==> src/rtl/conv_pkg.sv <==
package conv_pkg;

    localparam int PIXEL_W = 16;
    typedef logic signed [PIXEL_W-1:0] pixel_t;
    localparam int FRAC_BITS = 8;                   // coefficient fraction bits

    localparam int KSIZE = 3;
    localparam int KWORDS = KSIZE * KSIZE;
    localparam int COEF_IDX_W = $clog2(KWORDS);

    localparam int MAX_RES = 64;
    localparam int RES_W = 7;                       // side plus padding
    typedef logic [RES_W-1:0] res_t;

    // image side per select code
    localparam int RES_SEL_W = 2;
    localparam res_t RES_TABLE [2**RES_SEL_W] = '{7'd8, 7'd16, 7'd32, 7'd64};

    localparam int ROWSUM_W = 2 * PIXEL_W + 2;
    typedef logic signed [ROWSUM_W-1:0] rowsum_t;

    localparam int ADDR_W = 32;
    localparam int BURST_W = 7;
    localparam int BYTES_PER_PIXEL = 2;
    localparam int FIFO_DEPTH = MAX_RES;            // one row

    localparam int CSR_ADDR_W = 3;
    localparam logic [CSR_ADDR_W-1:0] CSR_CTRL = 3'd0;
    localparam logic [CSR_ADDR_W-1:0] CSR_RES = 3'd1;
    localparam logic [CSR_ADDR_W-1:0] CSR_SRC = 3'd2;
    localparam logic [CSR_ADDR_W-1:0] CSR_DST = 3'd3;
    localparam logic [CSR_ADDR_W-1:0] CSR_KER = 3'd4;

endpackage

==> src/rtl/conv_csr.sv <==
`timescale 1ns/100ps

module conv_csr import conv_pkg::*; (
    input  logic                  clock,
    input  logic                  clock_sreset,
    input  logic [CSR_ADDR_W-1:0] s_address,
    input  logic [31:0]           s_writedata,
    output logic [31:0]           s_readdata,
    input  logic                  s_read,
    input  logic                  s_write,
    output logic                  s_waitrequest,
    input  logic                  busy,
    output logic                  go,
    output logic [RES_SEL_W-1:0]  res_sel,
    output logic [ADDR_W-1:0]     src_addr,
    output logic [ADDR_W-1:0]     dst_addr,
    output logic [ADDR_W-1:0]     ker_addr
);
    logic read_ack;
    logic cfg_write;

    assign s_waitrequest = s_read & ~read_ack;      // one wait state per read
    assign cfg_write = s_write & ~busy;             // config frozen while running

    always_ff @(posedge clock) begin
        if (clock_sreset) begin
            read_ack <= 1'b0;
            go <= 1'b0;
            res_sel <= '0;
            src_addr <= '0;
            dst_addr <= '0;
            ker_addr <= '0;
        end
        else begin
            read_ack <= s_read & ~read_ack;
            go <= s_write & (s_address == CSR_CTRL) & s_writedata[0];
            if (cfg_write) begin
                case (s_address)
                    CSR_RES: res_sel <= s_writedata[RES_SEL_W-1:0];
                    CSR_SRC: src_addr <= s_writedata;
                    CSR_DST: dst_addr <= s_writedata;
                    CSR_KER: ker_addr <= s_writedata;
                    default: ;
                endcase
            end
        end
    end

    // captured during the wait state
    always_ff @(posedge clock) begin
        case (s_address)
            CSR_CTRL: s_readdata <= {31'd0, busy};
            CSR_RES:  s_readdata <= 32'(res_sel);
            CSR_SRC:  s_readdata <= src_addr;
            CSR_DST:  s_readdata <= dst_addr;
            CSR_KER:  s_readdata <= ker_addr;
            default:  s_readdata <= '0;
        endcase
    end

endmodule

==> config.mk <==
export PLATFORM = sky130hd
export DESIGN_NAME = conv_csr
export DESIGN_NICKNAME = d
export VERILOG_FILES = /design/src/rtl/conv_pkg.sv /design/src/rtl/conv_csr.sv
export SDC_FILE = /design/constraint.sdc
export NUM_CORES = 1
export LEC_CHECK = 0
export BUFFER_PORTS_ARGS = -buffer_cell sky130_fd_sc_hd__buf_2
export CAP_MARGIN = 20
export CORE_MARGIN = 1
export CORE_UTILIZATION = 33
export CTS_CLUSTER_DIAMETER = 60
export DETAILED_ROUTE_END_ITERATION = 7
export GPL_TIMING_DRIVEN = 0
export HOLD_SLACK_MARGIN = 0.08
export PLACE_DENSITY = 0.67
export SKIP_CTS_REPAIR_TIMING = 1
export SLEW_MARGIN = 20
export SYNTH_ARGS = -nofsm -noshare
export SYNTH_HDL_FRONTEND = slang
export SYNTH_SLANG_ARGS = --single-unit
export TNS_END_PERCENT = 1
==> constraint.sdc <==
create_clock -name clock -period 4 [get_ports clock]
set_clock_uncertainty 0.15 [all_clocks]
set_input_delay 0.8 -clock clock [delete_from_list [all_inputs] [get_ports clock]]
set_output_delay 0.8 -clock clock [all_outputs]
set_load 0.02 [all_outputs]
# == After elaboration in Yosys (flattened, before gate mapping) ==
# Index checks and enable logic that the tools add are counted.
# word_totals
regBits,132
input_bits,40
out_inout_bits,132
wordCells,23
# classes
n_eq_ne,4
muxes,1
n_bitwise,6
reduce_logical,5
# op_table
cell,count
32-bit one-hot mux with 5 select lines,1
2-bit AND reduction,4
3-bit by 2-bit equality test with 1-bit output (second input constant),2
1-bit AND,4
3-bit by 1-bit equality test with 1-bit output (second input constant),1
3-bit equality test (second input constant),1
3-bit logical NOT,1
1-bit inverter,2

# == Depth between registers and ports, before layout ==
# Gate-level depths: netlist (run 1).
# logic_depth
ltp_word,3
ltp_mapped,6
mapped_depth_nobuf,3

# == Worst setup path after synthesis (run 1) ==
# OpenSTA, ideal clock, no wires.
# synth_timing
path_type,input port to output port
from,input port s_read
to,output port s_waitrequest
arrival_ps,1147
required_time_ps,3050
setup_slack_ps,1903
stages,1
n_path_buf,0
cell_sequence,nor2b_1
# synth_between
elab_chain_len,1
# synth_rtl
item,line,source
start: declaration,conv_csr.sv:9,"input logic s_read,"
1-bit AND,conv_csr.sv:22,assign s_waitrequest = s_read & ~read_ack;
end: declaration,conv_csr.sv:11,"output logic s_waitrequest,"
# No other way between the ends.

# == Final worst setup path (run 1) ==
# layout_timing
from,input port s_address[1]
to,register s_readdata[27]
# layout_between
elab_chain_len,2
word_cells_on_any_way,6
classes_between,4 x eq/ne; 1 x mux; 1 x reduce/logical
# layout_rtl
item,line,source
start: declaration,conv_csr.sv:6,"input logic [CSR_ADDR_W-1:0] s_address,"
"3-bit equality test, or another cell as far along",conv_csr.sv:51,case (s_address)
32-bit one-hot mux with 5 select lines (*),conv_csr.sv:51,
end signal: assignment,conv_csr.sv:52,"CSR_CTRL: s_readdata <= {31'd0, busy};"
end signal: assignment,conv_csr.sv:53,CSR_RES: s_readdata <= 32'(res_sel);
end signal: assignment,conv_csr.sv:54,CSR_SRC: s_readdata <= src_addr;
end: declaration,conv_csr.sv:8,"output logic [31:0] s_readdata,"
# Every way passes the cells marked *; elsewhere a longest branch is shown, timed or not.
# A chain may end at the register's enable or synchronous reset.

==> impl_metrics.env, run 1 <==
export IMPL_yosys_warnings=0
export IMPL_clk_pin_slew_ps=60
export IMPL_worst_pin_slew_ps=858
export IMPL_r2r_cells=3
export IMPL_synthCells=484
export IMPL_worstPathMaxFanout=10
export IMPL_critical_path_arrival_ps=2320
export IMPL_finalCritPeriodShare=0.534
export IMPL_finalSetupViolCount=0
export IMPL_setup_tns_final_ps=0
export IMPL_place_gp_congestion=0.788
export IMPL_grt_ovfl_total=0
export IMPL_max_freq_ghz=0.468
export IMPL_min_period_ps=2140
export IMPL_ioPinCount=172
export IMPL_endpoint_kind="register"
export IMPL_min_delay_start="dst_addr[3]"
export IMPL_layout_area_seq_mm2=0.00264
export IMPL_dieArea_mm2=0.0168
export IMPL_maxCapViolations=0
export IMPL_leakage_nw=3.37
export IMPL_ys_seq_area_frac=0.493
export IMPL_root_buffer="clkbuf_16"
export IMPL_drive_gt1_frac=0.314
export IMPL_hold_end="s_readdata[3]"
export IMPL_syn_num_nets=524
export IMPL_critPathLaunchType="input port"
export IMPL_holdWs_ps=334
export IMPL_final_nets=711
export IMPL_syn_to_final_growth_pct=32.1
export IMPL_path_class="in2reg"
export IMPL_grt_pass1_wl_um=25300
export IMPL_hp_class="reg2reg"
export IMPL_vias=4401
export IMPL_fill_cells=1589
export IMPL_clk_path_buf_depth=2
export IMPL_routed_wl_um=17400
export IMPL_tritoncts="yes"
export IMPL_power_density_mw_per_mm2=448
export IMPL_final_core_util=0.446
export IMPL_fp_dieW_um=129
export IMPL_antenna_found_initial=0
export IMPL_final_antenna_net_count=0
export IMPL_finalHoldViolations=0
export IMPL_ys_types=26
export IMPL_grt_pass1_vias=4372
export IMPL_grt_total_usage=0.209
export IMPL_hpwl_um=11800
export IMPL_cp_required_ps=4180
export IMPL_ir_worst_vdd_mv=0.279
export IMPL_reg2reg_from="ker_addr[0]"
export IMPL_clk_latency_ps=420
export IMPL_cts_made_buffers=17
export IMPL_synth_ff_latch_count=132
export IMPL_r2r_setup_slack_ps=2810
export IMPL_first_iter_violations=170
export IMPL_slew_violations=0
export IMPL_r2r_end="s_readdata[0]"
export IMPL_min_path_cells=1
export IMPL_htreeDepth=4
export IMPL_die_y_um=129
export IMPL_start_util=0.338
export IMPL_io_buffers=168
export IMPL_drc_errors=0
export IMPL_slew_headroom=0.428
export IMPL_clock_sinks=132
export IMPL_via_per_inst=4.89
export IMPL_multiInputGateArea_mm2=0.00246
export IMPL_fin_area_mm2=0.00708
export IMPL_core_area_mm2=0.0159
export IMPL_grt_max_degree=17
export IMPL_outcome="finished, final reports clean"
export IMPL_rows=46
export IMPL_syn_area_mm2=0.00536
export IMPL_routedWlPerCell_um=19.4
export IMPL_post_dp_cell_area_mm2=0.00647
export IMPL_avgSynthCellArea_um2=11.1
export IMPL_diodes=0
export IMPL_first_pass_iters=4
export IMPL_rsz0062_at_grt="false"
-- layout by cell type, fill, tap and decap left out, types with 2 or more instances in the layout --
cell        synthesis  layout
nor2_1              3       3
bufinv_16           0       3
clkinv_4            0       2
buf_12              3       3
clkbuf_8            0       2
buf_4               4       4
buf_2               1     169
a22oi_1            30      30
clkbuf_1           26      28
inv_1               2       2
nand2b_1          130     130
nand2b_4            2       2
mux2i_1           100     100
buf_6               5       5
dfxtp_1           132     132
nor2b_1             4       4
clkinvlp_4          0       4
clkbuf_16           0      17
o2bb2ai_1          30      30
-- Yosys cell counts --
cell | n | share of area
clkbuf_1 | 26 | 0.018
a31oi_1 | 1 | 0.0012
nand2b_4 | 2 | 0.0051
o22ai_1 | 1 | 0.0012
nor2_1 | 3 | 0.0021
and3b_1 | 1 | 0.0016
a221oi_1 | 1 | 0.0016
inv_1 | 2 | 0.0014
o21a_1 | 1 | 0.0014
buf_2 | 1 | 0.00093
mux2i_1 | 100 | 0.19
dfxtp_1 | 132 | 0.49
or3_1 | 1 | 0.0012
buf_12 | 3 | 0.011
nor4bb_1 | 1 | 0.0019
buf_6 | 5 | 0.011
or2b_1 | 1 | 0.0014
mux2_2 | 1 | 0.0021
buf_4 | 4 | 0.0056
nor3_2 | 1 | 0.0019
a22oi_1 | 30 | 0.042
nand4b_1 | 1 | 0.0016
o2bb2ai_1 | 30 | 0.049
nor3_1 | 1 | 0.00093
nor2b_1 | 4 | 0.0047
nand2b_1 | 130 | 0.15
-- flip-flops by register name (all words and copies together) (netlist names) --
register and flops:
ker_addr 32, go 1, dst_addr 32, s_readdata 32, res_sel 2, src_addr 32, read_ack 1
-- logic make-up (layout without fill, tap and decap cells) --
family                 Yosys count  after routing  synth area share
multiplexers                   101            101             0.189
flip-flops                     132            132             0.493
AND/OR/NAND/NOR                146            146             0.174
AO/OA/AOI/OAI                   64             64            0.0964
buffers and inverters           41            241            0.0478
-- worst max-delay path, stage by stage --
cell and delay, ps:
buf_4 140, nor2b_1 290, clkbuf_1 660, a22oi_1 210, o2bb2ai_1 210
-- routing by layer --
metal  routed length [um]  share of wire  global-route usage  vias to the layer above
met5                    0              0                   0                        -
met4                  275          0.016              0.0766                        0
met3                  985          0.056              0.0541                       20
met2                 8460           0.49               0.352                      143
met1                 7710           0.44               0.257                     2187
li1                     -              -                   -                     2051
-- stage by stage --
stage / worst slack (ps) / total power, mW / cells
floorplan: 1900 / 1.49 / 484
global placement: 1480 / 1.58 / 868
detailed placement: 1460 / 1.58 / 868
CTS: 1870 / 3.20 / 900
global route: 1770 / 3.27 / 900
finish: 1860 / 3.17 / 900
-- power breakdown --
part           leakage [nW]  internal [mW]  switching (mW)
sequential             1.07           1.33          0.0113
clock                 0.286           1.02           0.607
combinational          2.02         0.0777           0.129
total                  3.37           2.42           0.748
-- how the worst max path moves through the flow --
stage          cells past startpoint  slack (ps)         start             end
6_report                           5        1860  s_address[1]  s_readdata[27]
5_1_grt                            5        1770  s_address[1]  s_readdata[17]
4_1_cts                            3        1870        s_read   s_waitrequest
3_5_place_dp                       6        1460  s_address[0]  s_readdata[27]
3_3_place_gp                       5        1480  s_address[1]  s_readdata[16]
2_1_floorplan                      1        1900        s_read   s_waitrequest
-- layout make-up --
type,instances,share of cell area
clock inverters,11,0.0214
well taps,216,0.0381
inverters,2,0.00106
repair buffers,168,0.119
multi-input cells,311,0.348
plain buffers,39,0.0351
clock buffers,21,0.0650
flip-flops and latches,132,0.373
No activity file was read; power rests on OpenSTA's default activity.
==> run 2, diff against run 1 <==
Settings changed: ABC_AREA from default to 1, PLACE_DENSITY 0.67 to 0.69.
Clock period 4 ns to 1.8 ns, I/O delays scaled along.
==> run 2 against run 1 <==
Effect of this change: die area up 2.1%; clock-buffer cell count up 3; register-to-register slack worse by 1900 ps; design area up 1.0%; wire length up 4.6%; global-route usage up 1.3 points; largest cell class unchanged; synthesized cell count up 60%; flip-flop and latch count unchanged; worst setup slack worse by 1600 ps; non-clock buffer count up 13; sequential share of layout area down 0.38 points.
==> impl_metrics.env, run 2 <==
export IMPL_yosysMostFrequentCell="nand2_1"
export IMPL_crit_buf_inv=1
export IMPL_tritoncts="yes"
export IMPL_finalSetupViolCount=0
export IMPL_ys_types=19
export IMPL_synthCells=774
export IMPL_crit_chain="buf_2"
export IMPL_r2r_setup_slack_ps=940
export IMPL_cpMaxStageDelayCell="dfxtp_1"
export IMPL_outcome="finished, final reports clean"
export IMPL_first_iter_violations=346
export IMPL_ys_flop_type="dfxtp_1"
export IMPL_post_dp_cell_area_mm2=0.00659
export IMPL_slew_headroom=0.569
export IMPL_final_core_util=0.446
export IMPL_min_period_ps=1500
export IMPL_cp_required_ps=1290
export IMPL_grt_total_usage=0.222
export IMPL_synth_top_cells_by_area="dfxtp_1 (48%), nand2_1 (16%), nor2_1 (14%), nand3_1 (6.2%), nand4_1 (3.8%)"
export IMPL_path_delay_family="flip-flops"
export IMPL_drive_gt1_frac=0.252
export IMPL_hold_end="go"
export IMPL_synth_top_area_cell="dfxtp_1"
export IMPL_crit_path_max_incr_delay_ps=380
export IMPL_r2r_cells=4
export IMPL_clk_latency_ps=420
export IMPL_start_util=0.341
export IMPL_ir_worst_vdd_mv=0.687
export IMPL_ioPinCount=172
export IMPL_clock_sinks=132
export IMPL_hpwl_um=12500
export IMPL_io_buffers=168
export IMPL_rows=46
export IMPL_dp_cells=1158
export IMPL_htreeDepth=4
export IMPL_fin_cells=1190
export IMPL_clk_path_buf_depth=2
export IMPL_first_pass_iters=5
export IMPL_yosys_warnings=0
export IMPL_dieArea_mm2=0.0171
export IMPL_syn_to_final_growth_pct=30.7
export IMPL_synth_ff_latch_count=132
export IMPL_avgSynthCellArea_um2=7.07
export IMPL_min_delay_start="s_write"
export IMPL_grt_max_degree=17
export IMPL_reg2reg_from="src_addr[0]"
export IMPL_layout_cells_most_common_list="nand2_1 (233), nor2_1 (201), buf_2 (181)"
export IMPL_mostFrequentLayoutCell="nand2_1"
export IMPL_syn_num_nets=814
export IMPL_synth_top_cells_by_count="nand2_1 (233), nor2_1 (201), dfxtp_1 (132), nand3_1 (68), inv_1 (41)"
export IMPL_critPathLaunchType="register"
export IMPL_grt_pass1_vias=5030
export IMPL_maxCapViolations=0
export IMPL_routedWlPerCell_um=15.3
export IMPL_rsz0062_at_grt="false"
export IMPL_synth_top_area_frac=0.483
export IMPL_ys_seq_area_frac=0.483
export IMPL_endpoint_kind="output port"
export IMPL_antenna_found_initial=1
export IMPL_core_area_mm2=0.0161
export IMPL_root_buffer="clkbuf_16"
export IMPL_vias=5525
export IMPL_worstPathMaxFanout=3
export IMPL_fp_dieW_um=131
export IMPL_setup_tns_final_ps=0
export IMPL_drc_errors=0
export IMPL_grt_pass1_wl_um=27800
export IMPL_clk_pin_slew_ps=50
export IMPL_fin_area_mm2=0.00716
export IMPL_place_gp_congestion=0.784
export IMPL_die_y_um=131
export IMPL_finalHoldViolations=0
export IMPL_max_freq_ghz=0.669
export IMPL_final_antenna_net_count=0
export IMPL_r2r_end="s_readdata[0]"
export IMPL_slew_violations=0
export IMPL_final_nets=1003
export IMPL_min_path_cells=3
export IMPL_worst_pin_slew_ps=646
export IMPL_power_density_mw_per_mm2=971
export IMPL_grt_ovfl_total=0
export IMPL_via_per_inst=4.64
export IMPL_cts_made_buffers=17
export IMPL_async_reset_ff_frac=0
export IMPL_synth_edff_count=0
export IMPL_critical_path_arrival_ps=990
export IMPL_syn_area_mm2=0.00548
export IMPL_leakage_nw=3.66
export IMPL_critPathLaunch="ker_addr[13]"
export IMPL_path_class="reg2out"
export IMPL_finalCritPeriodShare=0.831
export IMPL_routed_wl_um=18200
export IMPL_hp_class="in2reg"
export IMPL_finalPower_mw=6.95
-- run 2: cell count changes after synthesis, moves of 30 or more --
cell	previous run	this run
inv_1	2	41
o2bb2ai_1	30	0
nand2_1	0	233
mux2i_1	100	0
nand2b_1	130	0
nor2_1	3	201
nand3_1	0	68
nand4_1	0	33
a22oi_1	30	0
-- run 2: where the power goes --
| part | switching, mW | internal (mW) |
|---|---|---|
| combinational | 0.422 | 0.196 |
| clock | 1.23 | 2.08 |
| sequential | 0.0396 | 2.98 |
| total | 1.69 | 5.26 |
-- run 2: cells by family (layout without fill, tap and decap cells) --
kind of cell / after synthesis / in the layout / synth area share
buf+inv: 95 / 294 / 0.0944
flops: 132 / 132 / 0.483
other cells: 0 / 1 / 0
simple gates: 547 / 547 / 0.423
-- run 2: metrics by stage --
stage,setup WS [ps],hold WS [ps]
global placement,-15.3,257
detailed placement,-44.7,263
global route,252,87.5
floorplan,411,249
CTS,281,-14.8
finish,304,99.1
-- run 2: worst max-delay path by stage --
stage          slack, ps      endpoint  cells after the start
2_1_floorplan        410  src_addr[12]                      8
4_1_cts              280  ker_addr[13]                      1
3_3_place_gp         -20  src_addr[13]                      6
6_report             300  ker_addr[13]                      1
3_5_place_dp         -40  src_addr[16]                      6
5_1_grt              250  ker_addr[13]                      1
-- run 2: layout make-up --
type	instances	area [um^2]
clock buffer	24	472
multi-input combinational	547	2320
sequential	132	2640
clock inverter	5	77.6
inverter	45	174
buffer	50	343
tap	216	270
antenna	1	2.50
fill	1728	8900
timing repair buffer	170	861
-- run 2: per-layer routing --
metal / routed length, um / track usage
met5: 0 / 0
met4: 374 / 0.0832
met1: 8390 / 0.290
met3: 1190 / 0.0554
met2: 8290 / 0.352
==> run 3, diff against run 2 <==
Settings changed: ABC_AREA 1 to 0.
Clock period 1.8 ns to 1.37 ns, I/O delays scaled along.
==> run 3 against run 2 <==
Effect of this change: the flow now finishes with violations (negative setup slack); critical endpoint is now ker_addr[7]; clock power increased by 57%; sequential share of layout area decreased by 2.0 points; highest routed layer unchanged; critical path type is now in2reg; total power is 41% higher; first-iteration DRC count decreased by 23%; sequential power is 30% higher; die area decreased by 2.1%; wire length fell by 5.5%; critical path depth increased by 4; combinational power increased by 14%; largest power group unchanged; register-to-register slack got worse by 780 ps.
==> impl_metrics.env, run 3 (synthesized netlist as in run 1, its figures left out) <==
export IMPL_critPathLaunchType="input port"
export IMPL_final_antenna_net_count=0
export IMPL_post_dp_cell_area_mm2=0.00647
export IMPL_holdWs_ps=55.2
export IMPL_vias=4487
export IMPL_critical_path_arrival_ps=1610
export IMPL_fin_cells=933
export IMPL_path_delay_family="simple AND/OR/NAND/NOR gates"
export IMPL_final_core_util=0.498
export IMPL_min_path_cells=3
export IMPL_tritoncts="yes"
export IMPL_root_buffer="clkbuf_16"
export IMPL_max_freq_ghz=0.680
export IMPL_r2r_end="s_readdata[0]"
export IMPL_crit_chain="buf_2 -> or2b_1 -> nand4b_1 -> buf_4 -> mux2i_1"
export IMPL_ioPinCount=172
export IMPL_htreeDepth=4
export IMPL_grt_pass1_wl_um=24200
export IMPL_drc_errors=0
export IMPL_endpoint_kind="register"
export IMPL_leakage_nw=3.62
export IMPL_crit_end="ker_addr[7]"
export IMPL_fill_cells=1483
export IMPL_reg2reg_from="ker_addr[0]"
export IMPL_dieArea_mm2=0.0168
export IMPL_maxCapViolations=0
export IMPL_critPathLaunch="busy"
export IMPL_clock_sinks=132
export IMPL_die_y_um=129
export IMPL_diodes=0
export IMPL_min_period_ps=1470
export IMPL_outcome="finished with violations"
export IMPL_cpMaxStageDelayCell="nand4b_1"
export IMPL_grt_max_degree=17
export IMPL_fin_area_mm2=0.00791
export IMPL_layout_cells_most_common_list="nand2b_1 (130), mux2i_1 (100), dfxtp_2 (96)"
export IMPL_worstPathMaxFanout=10
export IMPL_io_buffers=168
export IMPL_first_pass_iters=5
export IMPL_fp_dieW_um=129
export IMPL_clk_pin_slew_ps=60
export IMPL_via_per_inst=4.81
export IMPL_crit_path_max_incr_delay_ps=450
export IMPL_rsz0062_at_grt="true"
export IMPL_routed_wl_um=17200
export IMPL_cp_required_ps=1520
export IMPL_finalPower_mw=9.82
export IMPL_mostFrequentLayoutCell="nand2b_1"
export IMPL_cts_made_buffers=17
export IMPL_crit_buf_inv=2
export IMPL_grt_total_usage=0.201
export IMPL_grt_ovfl_total=0
export IMPL_slew_headroom=0.455
export IMPL_start_util=0.338
export IMPL_r2r_cells=3
export IMPL_core_area_mm2=0.0159
export IMPL_clk_latency_ps=420
export IMPL_slew_violations=0
export IMPL_violations="negative setup slack"
export IMPL_clk_path_buf_depth=2
export IMPL_finalCritPeriodShare=1.07
export IMPL_hp_class="in2reg"
export IMPL_antenna_found_initial=0
export IMPL_place_gp_congestion=0.771
export IMPL_finalHoldViolations=0
export IMPL_dp_cells=868
export IMPL_r2r_setup_slack_ps=160
export IMPL_layout_area_seq_mm2=0.00277
export IMPL_hpwl_um=11000
export IMPL_syn_to_final_growth_pct=47.6
export IMPL_drive_gt1_frac=0.450
export IMPL_path_class="in2reg"
export IMPL_ir_worst_vdd_mv=0.828
export IMPL_worst_slack_ps=-99.7
export IMPL_rows=46
export IMPL_final_nets=744
export IMPL_power_density_mw_per_mm2=1240
export IMPL_worst_pin_slew_ps=818
export IMPL_multiInputGateArea_mm2=0.00247
export IMPL_grt_pass1_vias=4115
export IMPL_worstSetupPathDepth=5
export IMPL_first_iter_violations=266
export IMPL_finalSetupViolCount=35
export IMPL_routedWlPerCell_um=18.5
## run 3: cell count changes in the layout (fill, tap and decap cells not counted), moves of 96 or more
cell and change:
buf_2 -111, dfxtp_1 -97, dfxtp_2 +96, mux2i_1 +100
nand2_1 -233, nand2b_1 +130, nor2_1 -198
## run 3: cell type report
cell class / instances / area share
inverters: 2 / 0.000949
flip-flops and latches: 132 / 0.350
multi-input cells: 311 / 0.312
clock buffers: 21 / 0.0607
clock inverters: 11 / 0.0248
plain buffers: 39 / 0.0327
well taps: 216 / 0.0342
repair buffers: 201 / 0.185
## run 3: through the flow
step | setup TNS (ps) | setup WS (ps)
finish | -2400 | -99.7
global route | -3930 | -144
CTS | -9100 | -252
detailed placement | -55450 | -687
global placement | -55600 | -660
floorplan | -11850 | -155
## run 3: worst min path at each step
| stage | start | to |
|---|---|---|
| floorplan | s_write | go |
| global placement | dst_addr[7] | s_readdata[7] |
| detailed placement | dst_addr[15] | s_readdata[15] |
| CTS | s_address[2] | go |
| global route | s_address[1] | s_readdata[1] |
| finish | s_read | read_ack |
## run 3: metal layers
layer | vias up | GRT usage | part of all wire
met5 | - | 0 | 0
met4 | 0 | 0.0684 | 0.015
met3 | 21 | 0.0504 | 0.067
met2 | 179 | 0.306 | 0.45
met1 | 2164 | 0.276 | 0.47
li1 | 2123 | - | -
## run 3: report_power, final
| part | switching [mW] | total, mW | internal (mW) |
|---|---|---|---|
| combinational | 0.392 | 0.707 | 0.315 |
| clock | 1.76 | 5.19 | 3.43 |
| sequential | 0.0360 | 3.93 | 3.89 |
| total | 2.18 | 9.82 | 7.64 |
## run 3: worst min-delay path, delay by kind of cell
kind	cells	cell delay (ps)
buf+inv	1	70
simple gates	2	240
